## config.mk

```make
export PLATFORM = sky130hd
export DESIGN_NAME = fetch_unit
export DESIGN_NICKNAME = d
export VERILOG_FILES = /design/src/hw/column_pkg.sv /design/src/hw/mem_side_pkg.sv /design/src/hw/beat_buffer.sv /design/src/hw/column_packer.sv /design/src/hw/fetch_unit.sv /design/src/hw/read_issuer.sv
export VERILOG_INCLUDE_DIRS = /design/src /design/src/include
export SDC_FILE = /design/constraint.sdc
export NUM_CORES = 2
export LEC_CHECK = 0
export BUFFER_PORTS_ARGS = -buffer_cell sky130_fd_sc_hd__buf_2
export CAP_MARGIN = 40
export CORE_MARGIN = 5
export CORE_UTILIZATION = 55
export CTS_CLUSTER_SIZE = 12
export DETAILED_ROUTE_END_ITERATION = 12
export PLACE_DENSITY = 0.72
export RECOVER_POWER = 50
export SLEW_MARGIN = 20
export SYNTH_ARGS = -nofsm -noshare
export SYNTH_HDL_FRONTEND = slang
export SYNTH_SLANG_ARGS = --single-unit
```

## constraint.sdc

```tcl
create_clock -name clock -period 18.75 [get_ports clock]
set_input_delay 3.75 -clock clock [delete_from_list [all_inputs] [get_ports clock]]
set_output_delay 3.75 -clock clock [all_outputs]
set_load 0.05 [all_outputs]
```

## src/include/fetch_consts.svh

```systemverilog
`ifndef FETCH_CONSTS_SVH
`define FETCH_CONSTS_SVH

// bytes per memory beat and per output word
`define FETCH_BEAT_BYTES 16

// beat buffer entries, also the starting credit count
`define FETCH_BUF_DEPTH 8

// request queue and in-flight context queue
`define FETCH_REQ_DEPTH 4

`define FETCH_MAX_BURST 4

`endif

```

## src/hw/column_pkg.sv

```systemverilog
package column_pkg;

    // byte position inside a beat
    typedef logic [3:0] byte_idx_t;

    // bytes held in the packing accumulator, up to 31
    typedef logic [5:0] byte_cnt_t;

    typedef enum logic [1:0]
    {
        COLLECT,
        EMIT,
        FLUSH
    } pack_state_t;

endpackage

```

## src/hw/mem_side_pkg.sv

```systemverilog
package mem_side_pkg;

    // byte address on the read bus
    typedef logic [31:0] addr_t;

    // one data beat, memory byte order
    typedef logic [127:0] beat_t;

    // burst length in beats, 1 to 4
    typedef logic [2:0] burst_len_t;

    // free beat buffer slots, 0 to 8
    typedef logic [3:0] credit_t;

    typedef enum logic [1:0]
    {
        IDLE,
        ADDR,
        WAIT_CREDIT
    } issue_state_t;

endpackage

```

## src/hw/beat_buffer.sv

```systemverilog
`include "fetch_consts.svh"

module beat_buffer
(
    input  logic                  clock,
    input  logic                  resetn,
    input  logic                  i_wr_en,
    input  mem_side_pkg::beat_t   i_wr_data,
    input  column_pkg::byte_idx_t i_wr_start,
    input  column_pkg::byte_idx_t i_wr_end,
    input  mem_side_pkg::addr_t   i_wr_dst,
    input  logic                  i_wr_last,
    input  logic                  i_pop,
    output logic                  o_beat_valid,
    output mem_side_pkg::beat_t   o_beat_data,
    output column_pkg::byte_idx_t o_beat_start,
    output column_pkg::byte_idx_t o_beat_end,
    output mem_side_pkg::addr_t   o_beat_dst,
    output logic                  o_beat_last,
    output logic                  o_credit
);

    localparam int PW = $clog2(`FETCH_BUF_DEPTH);

    mem_side_pkg::beat_t   mem_data  [`FETCH_BUF_DEPTH];
    column_pkg::byte_idx_t mem_start [`FETCH_BUF_DEPTH];
    column_pkg::byte_idx_t mem_end   [`FETCH_BUF_DEPTH];
    mem_side_pkg::addr_t   mem_dst   [`FETCH_BUF_DEPTH];
    logic                  mem_last  [`FETCH_BUF_DEPTH];
    logic [PW-1:0]         wr_ptr;
    logic [PW-1:0]         rd_ptr;
    logic [PW:0]           count;

    always_ff @(posedge clock)
    begin
        if (i_wr_en)
        begin
            mem_data[wr_ptr]  <= i_wr_data;
            mem_start[wr_ptr] <= i_wr_start;
            mem_end[wr_ptr]   <= i_wr_end;
            mem_dst[wr_ptr]   <= i_wr_dst;
            mem_last[wr_ptr]  <= i_wr_last;
        end
    end

    always_ff @(posedge clock)
    begin
        if (!resetn)
        begin
            wr_ptr   <= '0;
            rd_ptr   <= '0;
            count    <= '0;
            o_credit <= 1'b0;
        end
        else
        begin
            wr_ptr   <= wr_ptr + {{(PW-1){1'b0}}, i_wr_en};
            rd_ptr   <= rd_ptr + {{(PW-1){1'b0}}, i_pop};
            count    <= count + {{PW{1'b0}}, i_wr_en} - {{PW{1'b0}}, i_pop};
            // each freed slot goes back to the issuer
            o_credit <= i_pop;
        end
    end

    assign o_beat_valid = (count != 0);
    assign o_beat_data  = mem_data[rd_ptr];
    assign o_beat_start = mem_start[rd_ptr];
    assign o_beat_end   = mem_end[rd_ptr];
    assign o_beat_dst   = mem_dst[rd_ptr];
    assign o_beat_last  = mem_last[rd_ptr];

    // the credit loop must keep the FIFO from overflowing
    a_no_overflow: assert property (@(posedge clock) disable iff (!resetn)
        !(i_wr_en && (count == `FETCH_BUF_DEPTH)));

    a_no_underflow: assert property (@(posedge clock) disable iff (!resetn)
        i_pop |-> o_beat_valid);

endmodule

```

## src/hw/column_packer.sv

```systemverilog
`include "fetch_consts.svh"

module column_packer
(
    input  logic                  clock,
    input  logic                  resetn,
    input  logic                  i_beat_valid,
    input  mem_side_pkg::beat_t   i_beat_data,
    input  column_pkg::byte_idx_t i_beat_start,
    input  column_pkg::byte_idx_t i_beat_end,
    input  mem_side_pkg::addr_t   i_beat_dst,
    input  logic                  i_beat_last,
    output logic                  o_pop,
    output logic                  o_out_valid,
    output mem_side_pkg::addr_t   o_out_addr,
    output mem_side_pkg::beat_t   o_out_data,
    input  logic                  i_out_done
);

    localparam int WORD_BITS = `FETCH_BEAT_BYTES * 8;
    localparam int ACC_BITS  = 2 * WORD_BITS - 8;

    column_pkg::pack_state_t state;
    logic [ACC_BITS-1:0]     acc;
    column_pkg::byte_cnt_t   acc_cnt;
    logic                    first;
    logic                    flush_pend;
    mem_side_pkg::addr_t     run_addr;

    mem_side_pkg::beat_t     ext;
    column_pkg::byte_cnt_t   ext_cnt;
    logic [ACC_BITS-1:0]     merged;
    column_pkg::byte_cnt_t   merged_cnt;
    mem_side_pkg::addr_t     base_addr;
    logic                    full_word;

    //////////////////////////////////////////////////////////////////////
    // byte extraction and append
    //////////////////////////////////////////////////////////////////////

    always_comb
    begin
        ext_cnt = column_pkg::byte_cnt_t'(i_beat_end)
                - column_pkg::byte_cnt_t'(i_beat_start) + 6'd1;
        // bring byte start down to position 0, clear bytes past end
        ext = i_beat_data >> {i_beat_start, 3'b000};
        for (int b = 0; b < `FETCH_BEAT_BYTES; b++)
        begin
            if (b >= ext_cnt)
                ext[8*b +: 8] = 8'h00;
        end
        merged     = acc | ({{(ACC_BITS-WORD_BITS){1'b0}}, ext} << {acc_cnt, 3'b000});
        merged_cnt = acc_cnt + ext_cnt;
    end

    assign full_word = (merged_cnt >= `FETCH_BEAT_BYTES);
    assign base_addr = first ? i_beat_dst : run_addr;
    assign o_pop     = (state == column_pkg::COLLECT) && i_beat_valid;

    //////////////////////////////////////////////////////////////////////
    // packing FSM
    //////////////////////////////////////////////////////////////////////

    always_ff @(posedge clock)
    begin
        if (!resetn)
        begin
            state       <= column_pkg::COLLECT;
            o_out_valid <= 1'b0;
            acc         <= '0;
            acc_cnt     <= '0;
            first       <= 1'b1;
            flush_pend  <= 1'b0;
        end
        else
        begin
            case (state)
                column_pkg::COLLECT:
                begin
                    if (o_pop)
                    begin
                        first <= i_beat_last;
                        if (full_word)
                        begin
                            o_out_valid <= 1'b1;
                            state       <= column_pkg::EMIT;
                            acc         <= merged >> WORD_BITS;
                            acc_cnt     <= merged_cnt - `FETCH_BEAT_BYTES;
                            flush_pend  <= i_beat_last && (merged_cnt != `FETCH_BEAT_BYTES);
                        end
                        else if (i_beat_last)
                        begin
                            // short tail, the word goes out zero padded
                            o_out_valid <= 1'b1;
                            state       <= column_pkg::EMIT;
                            acc         <= '0;
                            acc_cnt     <= '0;
                        end
                        else
                        begin
                            acc     <= merged;
                            acc_cnt <= merged_cnt;
                        end
                    end
                end
                column_pkg::EMIT:
                begin
                    if (i_out_done)
                    begin
                        o_out_valid <= 1'b0;
                        flush_pend  <= 1'b0;
                        state       <= flush_pend ? column_pkg::FLUSH : column_pkg::COLLECT;
                    end
                end
                column_pkg::FLUSH:
                begin
                    o_out_valid <= 1'b1;
                    acc         <= '0;
                    acc_cnt     <= '0;
                    state       <= column_pkg::EMIT;
                end
                default:
                    state <= column_pkg::COLLECT;
            endcase
        end
    end

    // output word and running target address
    always_ff @(posedge clock)
    begin
        if (o_pop)
        begin
            run_addr <= base_addr;
            if (full_word || i_beat_last)
            begin
                o_out_data <= merged[WORD_BITS-1:0];
                o_out_addr <= base_addr;
                run_addr   <= base_addr + `FETCH_BEAT_BYTES;
            end
        end
        else if (state == column_pkg::FLUSH)
        begin
            o_out_data <= acc[WORD_BITS-1:0];
            o_out_addr <= run_addr;
            run_addr   <= run_addr + `FETCH_BEAT_BYTES;
        end
    end

    a_word_stable: assert property (@(posedge clock) disable iff (!resetn)
        (o_out_valid && !i_out_done)
        |=> (o_out_valid && $stable(o_out_data) && $stable(o_out_addr)));

endmodule

```

## src/hw/fetch_unit.sv

```systemverilog
module fetch_unit
(
    input  logic                     clock,
    input  logic                     resetn,
    input  logic                     i_req_valid,
    input  mem_side_pkg::addr_t      i_req_src,
    input  mem_side_pkg::burst_len_t i_req_len,
    input  column_pkg::byte_idx_t    i_req_start,
    input  column_pkg::byte_idx_t    i_req_end,
    input  mem_side_pkg::addr_t      i_req_dst,
    output logic                     o_req_ready,
    output logic                     o_rd_req_valid,
    output mem_side_pkg::addr_t      o_rd_addr,
    output mem_side_pkg::burst_len_t o_rd_len,
    input  logic                     i_rd_req_ready,
    input  mem_side_pkg::beat_t      i_rd_data,
    input  logic                     i_rd_valid,
    input  logic                     i_rd_last,
    output logic                     o_out_valid,
    output mem_side_pkg::addr_t      o_out_addr,
    output mem_side_pkg::beat_t      o_out_data,
    input  logic                     i_out_done
);

    // issuer to buffer
    logic                  wr_en;
    mem_side_pkg::beat_t   wr_data;
    column_pkg::byte_idx_t wr_start;
    column_pkg::byte_idx_t wr_end;
    mem_side_pkg::addr_t   wr_dst;
    logic                  wr_last;
    logic                  credit;

    // buffer to packer
    logic                  beat_valid;
    mem_side_pkg::beat_t   beat_data;
    column_pkg::byte_idx_t beat_start;
    column_pkg::byte_idx_t beat_end;
    mem_side_pkg::addr_t   beat_dst;
    logic                  beat_last;
    logic                  pop;

    read_issuer u_issuer
    (
        .clock          (clock),
        .resetn         (resetn),
        .i_req_valid    (i_req_valid),
        .i_req_src      (i_req_src),
        .i_req_len      (i_req_len),
        .i_req_start    (i_req_start),
        .i_req_end      (i_req_end),
        .i_req_dst      (i_req_dst),
        .o_req_ready    (o_req_ready),
        .o_rd_req_valid (o_rd_req_valid),
        .o_rd_addr      (o_rd_addr),
        .o_rd_len       (o_rd_len),
        .i_rd_req_ready (i_rd_req_ready),
        .i_rd_data      (i_rd_data),
        .i_rd_valid     (i_rd_valid),
        .i_rd_last      (i_rd_last),
        .i_credit       (credit),
        .o_wr_en        (wr_en),
        .o_wr_data      (wr_data),
        .o_wr_start     (wr_start),
        .o_wr_end       (wr_end),
        .o_wr_dst       (wr_dst),
        .o_wr_last      (wr_last)
    );

    beat_buffer u_buffer
    (
        .clock        (clock),
        .resetn       (resetn),
        .i_wr_en      (wr_en),
        .i_wr_data    (wr_data),
        .i_wr_start   (wr_start),
        .i_wr_end     (wr_end),
        .i_wr_dst     (wr_dst),
        .i_wr_last    (wr_last),
        .i_pop        (pop),
        .o_beat_valid (beat_valid),
        .o_beat_data  (beat_data),
        .o_beat_start (beat_start),
        .o_beat_end   (beat_end),
        .o_beat_dst   (beat_dst),
        .o_beat_last  (beat_last),
        .o_credit     (credit)
    );

    column_packer u_packer
    (
        .clock        (clock),
        .resetn       (resetn),
        .i_beat_valid (beat_valid),
        .i_beat_data  (beat_data),
        .i_beat_start (beat_start),
        .i_beat_end   (beat_end),
        .i_beat_dst   (beat_dst),
        .i_beat_last  (beat_last),
        .o_pop        (pop),
        .o_out_valid  (o_out_valid),
        .o_out_addr   (o_out_addr),
        .o_out_data   (o_out_data),
        .i_out_done   (i_out_done)
    );

endmodule

```

## src/hw/read_issuer.sv

```systemverilog
`include "fetch_consts.svh"

module read_issuer
(
    input  logic                     clock,
    input  logic                     resetn,
    input  logic                     i_req_valid,
    input  mem_side_pkg::addr_t      i_req_src,
    input  mem_side_pkg::burst_len_t i_req_len,
    input  column_pkg::byte_idx_t    i_req_start,
    input  column_pkg::byte_idx_t    i_req_end,
    input  mem_side_pkg::addr_t      i_req_dst,
    output logic                     o_req_ready,
    output logic                     o_rd_req_valid,
    output mem_side_pkg::addr_t      o_rd_addr,
    output mem_side_pkg::burst_len_t o_rd_len,
    input  logic                     i_rd_req_ready,
    input  mem_side_pkg::beat_t      i_rd_data,
    input  logic                     i_rd_valid,
    input  logic                     i_rd_last,
    input  logic                     i_credit,
    output logic                     o_wr_en,
    output mem_side_pkg::beat_t      o_wr_data,
    output column_pkg::byte_idx_t    o_wr_start,
    output column_pkg::byte_idx_t    o_wr_end,
    output mem_side_pkg::addr_t      o_wr_dst,
    output logic                     o_wr_last
);

    localparam int QW = $clog2(`FETCH_REQ_DEPTH);

    // requests waiting for issue
    mem_side_pkg::addr_t      rq_src   [`FETCH_REQ_DEPTH];
    mem_side_pkg::burst_len_t rq_len   [`FETCH_REQ_DEPTH];
    column_pkg::byte_idx_t    rq_start [`FETCH_REQ_DEPTH];
    column_pkg::byte_idx_t    rq_end   [`FETCH_REQ_DEPTH];
    mem_side_pkg::addr_t      rq_dst   [`FETCH_REQ_DEPTH];
    logic [QW-1:0]            rq_wr;
    logic [QW-1:0]            rq_rd;
    logic [QW:0]              rq_cnt;

    // context of every burst on the bus, oldest at the head
    column_pkg::byte_idx_t    cq_start [`FETCH_REQ_DEPTH];
    column_pkg::byte_idx_t    cq_end   [`FETCH_REQ_DEPTH];
    mem_side_pkg::addr_t      cq_dst   [`FETCH_REQ_DEPTH];
    logic [QW-1:0]            cq_wr;
    logic [QW-1:0]            cq_rd;
    logic [QW:0]              cq_cnt;

    mem_side_pkg::issue_state_t state;
    mem_side_pkg::credit_t      credits;
    mem_side_pkg::credit_t      head_len;
    logic                       push;
    logic                       can_issue;
    logic                       issue;
    logic                       burst_done;

    assign o_req_ready = (rq_cnt != `FETCH_REQ_DEPTH);
    assign push        = i_req_valid && o_req_ready;
    assign head_len    = {1'b0, rq_len[rq_rd]};
    assign can_issue   = (rq_cnt != 0) && (cq_cnt != `FETCH_REQ_DEPTH) && (credits >= head_len);
    assign issue       = can_issue && (state != mem_side_pkg::ADDR);
    assign burst_done  = i_rd_valid && i_rd_last;

    //////////////////////////////////////////////////////////////////////
    // queues
    //////////////////////////////////////////////////////////////////////

    always_ff @(posedge clock)
    begin
        if (push)
        begin
            rq_src[rq_wr]   <= i_req_src;
            rq_len[rq_wr]   <= i_req_len;
            rq_start[rq_wr] <= i_req_start;
            rq_end[rq_wr]   <= i_req_end;
            rq_dst[rq_wr]   <= i_req_dst;
        end
        if (issue)
        begin
            cq_start[cq_wr] <= rq_start[rq_rd];
            cq_end[cq_wr]   <= rq_end[rq_rd];
            cq_dst[cq_wr]   <= rq_dst[rq_rd];
        end
    end

    always_ff @(posedge clock)
    begin
        if (!resetn)
        begin
            rq_wr  <= '0;
            rq_rd  <= '0;
            rq_cnt <= '0;
            cq_wr  <= '0;
            cq_rd  <= '0;
            cq_cnt <= '0;
        end
        else
        begin
            rq_wr  <= rq_wr + {{(QW-1){1'b0}}, push};
            rq_rd  <= rq_rd + {{(QW-1){1'b0}}, issue};
            rq_cnt <= rq_cnt + {{QW{1'b0}}, push} - {{QW{1'b0}}, issue};
            cq_wr  <= cq_wr + {{(QW-1){1'b0}}, issue};
            cq_rd  <= cq_rd + {{(QW-1){1'b0}}, burst_done};
            cq_cnt <= cq_cnt + {{QW{1'b0}}, issue} - {{QW{1'b0}}, burst_done};
        end
    end

    //////////////////////////////////////////////////////////////////////
    // issue FSM and credits
    //////////////////////////////////////////////////////////////////////

    always_ff @(posedge clock)
    begin
        if (!resetn)
        begin
            state   <= mem_side_pkg::IDLE;
            credits <= mem_side_pkg::credit_t'(`FETCH_BUF_DEPTH);
        end
        else
        begin
            // debit the whole burst up front, one credit back per popped beat
            credits <= credits - (issue ? head_len : '0) + {3'b000, i_credit};
            case (state)
                mem_side_pkg::IDLE, mem_side_pkg::WAIT_CREDIT:
                begin
                    if (issue)
                        state <= mem_side_pkg::ADDR;
                    else if (rq_cnt != 0)
                        state <= mem_side_pkg::WAIT_CREDIT;
                    else
                        state <= mem_side_pkg::IDLE;
                end
                mem_side_pkg::ADDR:
                begin
                    if (i_rd_req_ready)
                        state <= mem_side_pkg::IDLE;
                end
                default:
                    state <= mem_side_pkg::IDLE;
            endcase
        end
    end

    always_ff @(posedge clock)
    begin
        if (issue)
        begin
            o_rd_addr <= rq_src[rq_rd];
            o_rd_len  <= rq_len[rq_rd];
        end
    end

    assign o_rd_req_valid = (state == mem_side_pkg::ADDR);

    // returning beats go straight to the buffer with the head context
    assign o_wr_en    = i_rd_valid;
    assign o_wr_data  = i_rd_data;
    assign o_wr_start = cq_start[cq_rd];
    assign o_wr_end   = cq_end[cq_rd];
    assign o_wr_dst   = cq_dst[cq_rd];
    assign o_wr_last  = i_rd_last;

    a_credit_bound: assert property (@(posedge clock) disable iff (!resetn)
        credits <= `FETCH_BUF_DEPTH);

    a_beat_has_context: assert property (@(posedge clock) disable iff (!resetn)
        i_rd_valid |-> (cq_cnt != 0));

endmodule

```

==> results.json <==
{
  "slew_viol_final": 663,
  "cp.arrival_ps": 11220,
  "rows": 160,
  "grt_use_total_pct": 38.2,
  "root_buffer": "clkbuf_16",
  "post_dp_cell_area_sq_um": 112000,
  "yosysWarnings": 0,
  "clk_latency_ps": 920,
  "cts_hold_buf": 0,
  "first_iter_violations": 10900,
  "status": "complete, but fails checks",
  "slew_headroom_pct": -99.0,
  "post-route-period-util_pct": 55.6,
  "wl_per_cell_microns": 37.0,
  "synth_cell_type_count": 111,
  "gr-total-overflow": 0,
  "die_w_microns": 448,
  "required_ps": 19540,
  "place_congestion": 1.09,
  "fmax_ghz": 0.0959,
  "numPortBuffers": 407,
  "syn2layout_area_growth_pct": 12.2,
  "ioPinCount": 408,
  "synth_common_cells": "2039 x edfxtp_1, 494 x nand2_1, 443 x nor2_1, 432 x mux4_2, 316 x mux2i_1",
  "start_util_pct": 55.4,
  "antenna_found_initial": 35,
  "post-route-drc-count": 0,
  "synth_top_area_share_pct": 58.0,
  "async_reset_ff_share_pct": 0,
  "synth_seq_area_share_pct": 63.5,
  "syn_area_per_cell_sq_um": 14.5,
  "hpwl_microns": 265000,
  "highest_layer": "met5",
  "synth_nets": 7546,
  "end_kind": "flip-flop",
  "ant_nets": 0,
  "layout_min_cycle_time_ps": 10420,
  "first_pass_iters": 9,
  "tns_ps": 0,
  "wl_met3_microns": 41200,
  "postSynthRegisterBits": 2329,
  "synth_ff_type": "edfxtp_1",
  "cts_buffer_depth": 3,
  "maxCapViolations": 19,
  "synth_area_sq_um": 106000,
  "synth-edff-count": 2039,
  "layout-drive-gt1-share_pct": 19.0,
  "violations": "max-capacitance violations, max-slew violations",
  "finalHoldViolations": 0,
  "hold_path.class": "reg2reg",
  "clock_sinks": 2329,
  "final_nets": 8045,
  "post_cts_buffers": 0,
  "yosys.area.top_type": "edfxtp_1",
  "synth_area_leaders": "edfxtp_1 58%, mux4_2 9.2%, dfxtp_1 5.5%",
  "final_area_sq_um": 118000,
  "cts_buffers": 228,
  "met1Wirelength_microns": 151000,
  "tightest_slew_ps": 2990,
  "rsz0062_at_grt": "false",
  "grt_pass1_wl_microns": 542000,
  "die_y_microns": 448,
  "drt_wl_total_microns": 388000,
  "core_sq_um": 191000,
  "critPathMaxFanout": 91,
  "syn-instance-count": 7289,
  "synth.most_common_cell": "edfxtp_1",
  "path_clk_slew_ps": 70,
  "setup_viol": 0,
  "whs_ps": 449,
  "crit_type": "reg2reg",
  "via_per_inst": 7.08,
  "start_kind": "flip-flop",
  "grt_max_degree": 119,
  "cts_max_level": 4,
  "finClkSkew_ps": 84.4,
  "dr_wl_met2_microns": 170000,
  "die-area_sq_um": 201000,
  "grt_pass1_vias": 70400,
  "cts_tree": "done",
  "vias": 74200,
  "post_cts_resize_count": 0
}
-- cell families (layout without fill, tap and decap cells) --
kind of cell / Yosys count / count (layout) / synth area share [%]
compound gates: 1809 / 1809 / 12.2
xor+xnor: 78 / 78 / 0.667
fa+ha+maj: 47 / 47 / 0.600
buf+inv: 568 / 1222 / 2.57
flops: 2329 / 2329 / 63.5
mux: 873 / 873 / 13.6
other cells: 0 / 29 / 0
simple gates: 1585 / 1585 / 6.90
-- critical path, cell delays in order (launching register included) --
cell	delay (ps)
dfxtp_1	1530
buf_12	480
mux2i_4	110
buf_4	330
clkinv_2	90
buf_4	490
ha_1	290
inv_1	70
fa_1	670
ha_1	590
inv_1	300
nor2_1	350
nor2_1	110
ha_1	330
a21o_1	200
a21o_1	190
a21oi_1	270
xnor3_1	560
nor3_2	550
nand2_1	110
buf_4	350
nand2_4	520
buf_16	300
buf_4	640
o21a_1	210
a221oi_1	40
o21ai_0	120
-- final timing paths --
path	cells after the start	startpoint	slack, ps	to
hold reg to reg	2	u_packer.acc[239]$_SDFFE_PN0P_	450	u_packer.acc[239]$_SDFFE_PN0P_
setup reg to reg	26	u_buffer.rd_ptr[1]$_SDFF_PN0_	8330	u_packer.acc[66]$_SDFFE_PN0P_
hold / removal	2	u_packer.acc[239]$_SDFFE_PN0P_	450	u_packer.acc[239]$_SDFFE_PN0P_
setup / recovery	26	u_buffer.rd_ptr[1]$_SDFF_PN0_	8330	u_packer.acc[66]$_SDFFE_PN0P_
-- flip-flops by register name (all words and copies together), names as in the netlist, 4 cells and up --
register,flops
u_buffer.count,4
u_buffer.mem_data,1024
u_buffer.mem_dst,256
u_buffer.mem_end,32
u_buffer.mem_last,8
u_buffer.mem_start,32
u_issuer.cq_dst,128
u_issuer.cq_end,16
u_issuer.cq_start,16
u_issuer.credits,4
u_issuer.o_rd_addr,32
u_issuer.rq_dst,128
u_issuer.rq_end,16
u_issuer.rq_len,12
u_issuer.rq_src,128
u_issuer.rq_start,16
u_packer.acc,248
u_packer.acc_cnt,6
u_packer.o_out_addr,32
u_packer.o_out_data,128
u_packer.run_addr,32
-- cell type report --
cell class	count	area, sq um
antenna	29	72.6
clock buffer	325	6190
clock inverter	60	810
fill	14000	72100
inverter	81	313
multi-input combinational	4392	36200
sequential	2329	67100
tap	2511	3140
timing repair buffer	756	4710
-- routing by layer --
layer / vias up / GRT usage (%)
li1: 30400 / -
met1: 37600 / 53.4
met2: 5174 / 55.9
met3: 1109 / 9.38
met4: 20 / 20.0
met5: - / 0
-- through the flow --
step           cells  utilization (%)  setup WS [ps]
6_report       10500             62.2           8330
2_1_floorplan   7289                -           2610
3_5_place_dp   10000             58.6           9120
3_3_place_gp    9961             58.1           8570
4_1_cts        10400             62.3           9040
5_1_grt        10500             62.1           7650
-- cell usage in the layout, fill, tap and decap left out, types with 50 or more instances in the layout --
master and instances:
clkbuf_16 228, buf_2 237, mux4_2 432, a22o_1 54, nand2_1 490, o21ai_0 269
a31oi_1 53, a22oi_1 117, nor3_1 163, o22ai_1 74, edfxtp_1 2039, buf_4 252
a221oi_1 66, mux2i_1 316, dfxtp_1 278, a211oi_1 77, a21oi_1 309, nor2_1 422
inv_1 70, nand3_1 162, mux2_2 109, o221ai_1 50, a21o_1 105, o21bai_1 79
clkbuf_1 308, o211ai_1 69
Power is not shown: default switching activity piles up to over one toggle a cycle in this logic, so the estimate is an artifact.
